==> src/include/host_cfg.svh <==
`ifndef HOST_CFG_SVH
`define HOST_CFG_SVH

// Host bus widths
`define HOST_AW 16
`define HOST_DW 32
`define HOST_SW 4

// Boot key width
`define KEY_W 128

// L2 scratchpad geometry, word interleaved
`define L2_NUM_BANKS 4
`define L2_BANK_WORDS 64

// Address map, byte addresses
`define L2_BASE 16'h0000
`define CTRL_BASE 16'h1000
`define CTRL_BYTES 32

`endif

==> src/hw/host_pkg.sv <==
`default_nettype none

`include "host_cfg.svh"

package host_pkg;

  // Wishbone classic request, master to target
  typedef struct packed {
    logic                   cyc;
    logic                   stb;
    logic                   we;
    logic [`HOST_AW-1:0]    adr;
    logic [`HOST_DW-1:0]    dat;
    logic [`HOST_SW-1:0]    sel;
  } wb_req_t;

  // Wishbone classic response, target to master
  typedef struct packed {
    logic                   ack;
    logic                   err;
    logic [`HOST_DW-1:0]    dat;
  } wb_rsp_t;

  typedef enum logic [1:0] {
    TGT_L2,
    TGT_CTRL,
    TGT_NONE
  } host_tgt_e;

  // Byte offsets inside the control block
  typedef enum logic [4:0] {
    REG_CLUSTER_CTRL = 5'h00,
    REG_GWT_CFG      = 5'h04,
    REG_KEY0         = 5'h10,
    REG_KEY1         = 5'h14,
    REG_KEY2         = 5'h18,
    REG_KEY3         = 5'h1C
  } ctrl_reg_e;

endpackage

`default_nettype wire

==> src/hw/host_bus_router.sv <==
`timescale 1ns/1ps
`default_nettype none

`include "host_cfg.svh"

module host_bus_router
  import host_pkg::*;
(
  input  wire logic    clk_i,
  input  wire logic    rst_i,
  input  wire wb_req_t mst_req_i,
  output wb_rsp_t      mst_rsp_o,
  output wb_req_t      l2_req_o,
  input  wire wb_rsp_t l2_rsp_i,
  output wb_req_t      ctrl_req_o,
  input  wire wb_rsp_t ctrl_rsp_i
);

  localparam int unsigned L2_BYTES   = `L2_NUM_BANKS * `L2_BANK_WORDS * (`HOST_DW / 8);
  localparam int unsigned CTRL_BYTES = `CTRL_BYTES;

  logic [`HOST_AW-1:0] l2_off;
  logic [`HOST_AW-1:0] ctrl_off;
  host_tgt_e           tgt;
  logic                err_q;

  // Region-relative offsets, out of range values wrap high
  assign l2_off   = mst_req_i.adr - `L2_BASE;
  assign ctrl_off = mst_req_i.adr - `CTRL_BASE;

  always_comb begin
    if (32'(l2_off) < L2_BYTES) begin
      tgt = TGT_L2;
    end else if (32'(ctrl_off) < CTRL_BYTES) begin
      tgt = TGT_CTRL;
    end else begin
      tgt = TGT_NONE;
    end
  end

  // Steer stb and hand each target its own offset
  always_comb begin
    l2_req_o       = mst_req_i;
    l2_req_o.stb   = mst_req_i.stb && (tgt == TGT_L2);
    l2_req_o.adr   = l2_off;
    ctrl_req_o     = mst_req_i;
    ctrl_req_o.stb = mst_req_i.stb && (tgt == TGT_CTRL);
    ctrl_req_o.adr = ctrl_off;
  end

  // Unmapped access answers with a single err pulse
  always_ff @(posedge clk_i) begin
    if (rst_i) begin
      err_q <= 1'b0;
    end else begin
      err_q <= mst_req_i.cyc && mst_req_i.stb && (tgt == TGT_NONE) && !err_q;
    end
  end

  always_comb begin
    mst_rsp_o.ack = l2_rsp_i.ack | ctrl_rsp_i.ack;
    mst_rsp_o.err = err_q | l2_rsp_i.err | ctrl_rsp_i.err;
    // Address is still held while the response is out
    case (tgt)
      TGT_L2:   mst_rsp_o.dat = l2_rsp_i.dat;
      TGT_CTRL: mst_rsp_o.dat = ctrl_rsp_i.dat;
      default:  mst_rsp_o.dat = '0;
    endcase
  end

endmodule

`default_nettype wire

==> config.mk <==
export PLATFORM = sky130hd
export DESIGN_NAME = host_bus_router
export DESIGN_NICKNAME = d
export VERILOG_FILES = /design/src/hw/host_pkg.sv /design/src/hw/host_bus_router.sv
export VERILOG_INCLUDE_DIRS = /design/src /design/src/include
export SDC_FILE = /design/constraint.sdc
export NUM_CORES = 1
export LEC_CHECK = 0
export CORE_AREA = 2 2 106 108
export DETAILED_ROUTE_END_ITERATION = 10
export DIE_AREA = 0 0 108 110
export DONT_BUFFER_PORTS = 1
export PLACE_DENSITY_LB_ADDON = 0.3
export SLEW_MARGIN = 10
export SYNTH_ARGS = -nofsm -noshare
export SYNTH_HDL_FRONTEND = slang
export SYNTH_SLANG_ARGS = --single-unit
==> constraint.sdc <==
create_clock -name clk_i -period 2.7 [get_ports clk_i]
set_clock_uncertainty 0.2 [all_clocks]
set_input_delay 0.405 -clock clk_i [delete_from_list [all_inputs] [get_ports clk_i]]
set_output_delay 0.405 -clock clk_i [all_outputs]
set_load 0.02 [all_outputs]
==> impl_metrics.yaml, run 1 <==
outcome:
  status: "finished, final reports clean"
synthesis:
  synth_area_leaders: "buf_4 48%, a32o_1 19%, and3_1 13%"
  synth_top_area_cell: "buf_4"
  synth_top_family_by_area: "buffers and inverters"
  synth_adder_area_share: 0.0305
  ys_warn_count: 0
  synth_area_sq_um: 1640
  syn-num-nets: 343
  ys_seq_elements: 1
  avgSynthCellArea_sq_um: 7.67
  synth.mux.area_fraction: 0
  seq_area_frac_synth: 0.0122
  synth_cell_types: 25
  synthSimpleGateAreaFrac: 0.177
  netlist_instances: 214
  synth-xor-area-share: 0.00534
  synth_top_cell_area_share: 0.476
  synth_compound_area_frac: 0.230
worst_setup_path:
  endpoint_kind: "output pin"
  endpoint: "mst_rsp_o[20]"
  critPathMaxFanout: 21
  critPathKind: "input pin to output pin"
  worstPathArrival_ps: 1950
  r2r_start: "err_q"
  crit_start: "mst_req_i[46]"
  r2r_slack_ps: 1190
  r2r_end: "err_q"
  required_ps: 2100
  start_kind: "input pin"
  reg2reg_depth: 3
drt:
  wl_per_cell_um: 19.7
  viasPerCell: 4.37
  top_layer_used: "met4"
  wl_met3_um: 484
  wl_um: 5040
  drt-met1-wl_um: 1840
  firstDrtPassIters: 4
  vias: 1118
  drc: 0
  ant_nets: 0
  route.met2.wl_um: 2410
  drtIter0Drc: 59
sta:
  period_share: 0.947
  rsz0062_at_grt: "no"
  hold_violations: 0
  worst_slew_pin_slew_ps: 377
  setup_ws_ps: 142
  finalSetupViolCount: 0
  fmaxAchievable_ghz: 0.391
  setup_tns_ps: 0
  period_needed_ps: 2560
  slew_viol_final: 0
  relSlewSlack: 0.748
floorplanning:
  num_rows: 38
  die_x_um: 108
  core_area_sq_um: 10700
  die_h_um: 110
  dieArea_sq_um: 11900
  ioPinCount: 269
  initial_utilization: 0.153
placed_design:
  portBuffers: 0
  gp_congestion: 0.652
  dp_hpwl_um: 4070
  post-place-ws_ps: 133
layout:
  area_growth_pct: -30.0
  layout_common_cells: "33 x and3_1, 31 x a32o_1, 21 x buf_4"
  regMostFlops: "err_q"
  drive_gt1_frac: 0.259
  nets: 247
  fillers: 1253
  antenna_cells: 0
  largest_register_ffs: 1
  layout_commonest_cell: "and3_1"
  reg_top3: "err_q x1"
global_route:
  global_route.overflow_total: 0
  grt_usage: 0.0688
  antenna_found_initial: 0
  grt_pass1_wl_um: 6220
  grt_max_degree: 22
  grt_pass1_vias: 1034
clock_network:
  clk_latency_ps: 0
  cts_setup_buffers: 0
  holdBufCountCts: 0
  cts-resized-gates: 0
  clkSlewWorstSetupHoldPaths_ps: 0
power:
  p_per_area_nw_per_um2: 151
  irDropWorstVdd_mv: 0.0496
  p_leak_nw: 0.506
worst_hold_path:
  hp-class: "flip-flop to flip-flop"
job:
  maxCapViolCount: 0
==> cells by family after synthesis <==
kind of cell               after synthesis
AOI/OAI and AO/OA                       37
xor gates and xnor gates                 1
adders and majority gates                4
buffers and inverters                  127
DFF                                      1
and+or+nand+nor                         44
==> routing by layer <==
metal | up-vias | GRT usage
li1 | 470 | -
met1 | 517 | 0.0767
met2 | 95 | 0.122
met3 | 36 | 0.0118
met4 | 0 | 0.0430
met5 | - | 0
==> through the flow <==
step	total power, mW	instances	utilization	instance area [sq um]	hold WS (ps)
3_3_place_gp	0.172	256	0.107	1150	445
4_1_cts	0.176	256	0.107	1150	453
3_5_place_dp	0.176	256	0.107	1150	452
5_1_grt	0.186	256	0.107	1150	479
2_1_floorplan	0.354	214	-	1640	365
6_report	0.174	256	0.107	1150	430
==> synthesized netlist by cell type (all sizes together) <==
| cell | n |
|---|---|
| a32o | 32 |
| dfxtp | 1 |
| nor4b | 1 |
| and3 | 33 |
| or2 | 1 |
| buf | 111 |
| xnor2 | 1 |
| o31ai | 1 |
| or3b | 1 |
| o41ai | 1 |
| nor2 | 1 |
| ha | 4 |
| clkbuf | 10 |
| inv | 6 |
| a311o | 1 |
| or4 | 2 |
| or3 | 1 |
| o21ai | 1 |
| nand4 | 1 |
| a31oi | 1 |
| and2 | 3 |
==> power by group <==
part	switching (mW)	internal, mW
Sequential	0.000205	0.0157
Combinational	0.102	0.0558
Clock	0	0
Total	0.102	0.0715
==> how the worst min path moves through the flow <==
stage | startpoint | end | slack, ps | cells after the start
floorplan | err_q | err_q | 370 | 3
global placement | err_q | err_q | 450 | 3
detailed placement | err_q | err_q | 450 | 3
CTS | err_q | err_q | 450 | 3
global route | err_q | err_q | 480 | 3
finish | err_q | err_q | 430 | 3
==> critical path, stage by stage <==
cell     delay [ps]
or4_4           530
o41ai_4         330
buf_4           330
a32o_1          340
==> layout make-up <==
cell class | instances | area (sq um) | share of cell area
Sequential cell | 1 | 20.0 | 0.0174
Timing Repair Buffer | 23 | 198 | 0.172
Multi-Input combinational cell | 86 | 734 | 0.639
Tap cell | 140 | 175 | 0.152
Inverter | 6 | 22.5 | 0.0196
Power figures use the tool's default switching activity.
==> run 2, diff against run 1 <==
CORE_AREA = 2 2 105 107   (was 2 2 106 108)
DIE_AREA = 0 0 107 109   (was 0 0 108 110)
==> run 2 against run 1 <==
Via count is 1.3% higher; critical path depth stayed put; combinational power is 4% lower; wire length is 6.7% higher; core utilization is 0.23 points lower; setup slack better by 86 ps; final cell count is 1.2% lower; cell area is 3.0% lower; critical path type unchanged; largest cell class unchanged; highest routed layer unchanged.
==> impl_metrics.yaml, run 2 (synthesized netlist as in run 1, its figures left out) <==
worst_setup_path:
  required_ps: 2100
  endpoint: "mst_rsp_o[9]"
  crit_chain: "or4_4, o41ai_4, buf_4, a32o_1"
  worstPathArrival_ps: 1870
  r2r_slack_ps: 1210
  critPathTopFamily: "compound AO/OA/AOI/OAI gates"
  reg2reg_depth: 3
  endpoint_kind: "output pin"
  worstSetupPathDepth: 4
  max_stage_delay_ps: 530
  critPathMaxFanout: 25
  cpMaxStageDelayCell: "or4_4"
  start_kind: "input pin"
  r2r_end: "err_q"
  r2r_start: "err_q"
  crit_start: "mst_req_i[46]"
  path_buf_inv: 1
  critPathKind: "input pin to output pin"
drt:
  wl_um: 5380
  wl_per_cell_um: 21.2
  vias: 1133
  viasPerCell: 4.48
  firstDrtPassIters: 4
  ant_nets: 0
  drtIter0Drc: 56
  drc: 0
layout:
  nets: 244
  reg_top3: "err_q x1"
  largest_register_ffs: 1
  area_growth_pct: -32.1
  drive_gt1_frac: 0.239
  antenna_cells: 0
  layout_commonest_cell: "and3_1"
  seq_area_sq_um: 20.0
  layout_common_cells: "33 x and3_1, 31 x a32o_1, 19 x buf_4"
  final_util: 0.105
  multi_input_area_sq_um: 734
  regMostFlops: "err_q"
  fillers: 1231
floorplanning:
  initial_utilization: 0.155
  die_h_um: 109
  dieArea_sq_um: 11700
  core_area_sq_um: 10600
  num_rows: 38
  die_x_um: 107
  ioPinCount: 269
sta:
  fmaxAchievable_ghz: 0.405
  hold_violations: 0
  worst_slew_pin_slew_ps: 345
  finalSetupViolCount: 0
  rsz0062_at_grt: "no"
  period_needed_ps: 2470
  slew_viol_final: 0
  setup_tns_ps: 0
  hold_ws_ps: 417
  relSlewSlack: 0.767
  period_share: 0.915
power:
  p_leak_nw: 0.484
  irDropWorstVdd_mv: 0.0431
  p_int_mw: 0.0679
  power_frac_comb: 0.905
  clockPowerShare: 0
  pwr-share-seq: 0.095
  sw_frac_of_total: 0.597
  p_sw_mw: 0.101
  p_per_area_nw_per_um2: 151
global_route:
  global_route.overflow_total: 0
  grt_pass1_vias: 1016
  grt_pass1_wl_um: 6690
  grt_max_degree: 26
  antenna_found_initial: 0
  grt_usage: 0.0776
clock_network:
  cts-resized-gates: 0
  clk_latency_ps: 0
  holdBufCountCts: 0
  cts_setup_buffers: 0
  clkSlewWorstSetupHoldPaths_ps: 0
job:
  maxCapViolCount: 0
outcome:
  status: "finished, final reports clean"
worst_hold_path:
  hp-class: "flip-flop to flip-flop"
placed_design:
  portBuffers: 0
  gp_congestion: 0.595
  dp_hpwl_um: 4510
[run 2: changes by cell type in the layout (fill, tap and decap cells not counted)]
cell	before	now
buf_12	2	1
buf_4	21	19
[run 2: metal layers]
| layer | share of wire | up-vias | GRT usage |
|---|---|---|---|
| li1 | - | 465 | - |
| met4 | 0.049 | 0 | 0.0399 |
| met5 | 0 | - | 0 |
| met3 | 0.099 | 43 | 0.0120 |
| met2 | 0.51 | 101 | 0.147 |
| met1 | 0.34 | 524 | 0.0829 |
[run 2: power by group through the flow]
stage	registers (mW)	logic (mW)	clock network [mW]
2_1_floorplan	0.0159	0.338	0
3_3_place_gp	0.0160	0.153	0
3_5_place_dp	0.0160	0.155	0
4_1_cts	0.0160	0.156	0
5_1_grt	0.0160	0.166	0
6_report	0.0160	0.152	0
[run 2: how the worst min path moves through the flow]
stage	cells after the start	to	slack, ps	startpoint
after floorplan	3	err_q	370	err_q
after global placement	3	err_q	410	err_q
after detailed placement	3	err_q	430	err_q
after CTS	3	err_q	430	err_q
after global routing	3	err_q	440	err_q
final	3	err_q	420	err_q
[run 2: area by class of cell]
cell class	instances	area share
inverters	6	0.0202
multi-input cells	86	0.659
flip-flops and latches	1	0.0180
repair buffers	20	0.146
well taps	140	0.157
[run 2: through the flow]
stage	std cells	area [sq um]	setup WS, ps	power [mW]
2_1_floorplan	214	1640	108	0.354
6_report	253	1110	228	0.168
4_1_cts	253	1110	221	0.172
3_3_place_gp	253	1110	258	0.169
5_1_grt	253	1110	138	0.182
3_5_place_dp	253	1110	227	0.171
[run 2: worst register-to-register path: cells and delay by family, from the launching register on]
kind,cells,cell delay (ps)
compound gates,2,470
flops,1,280
simple gates,1,460
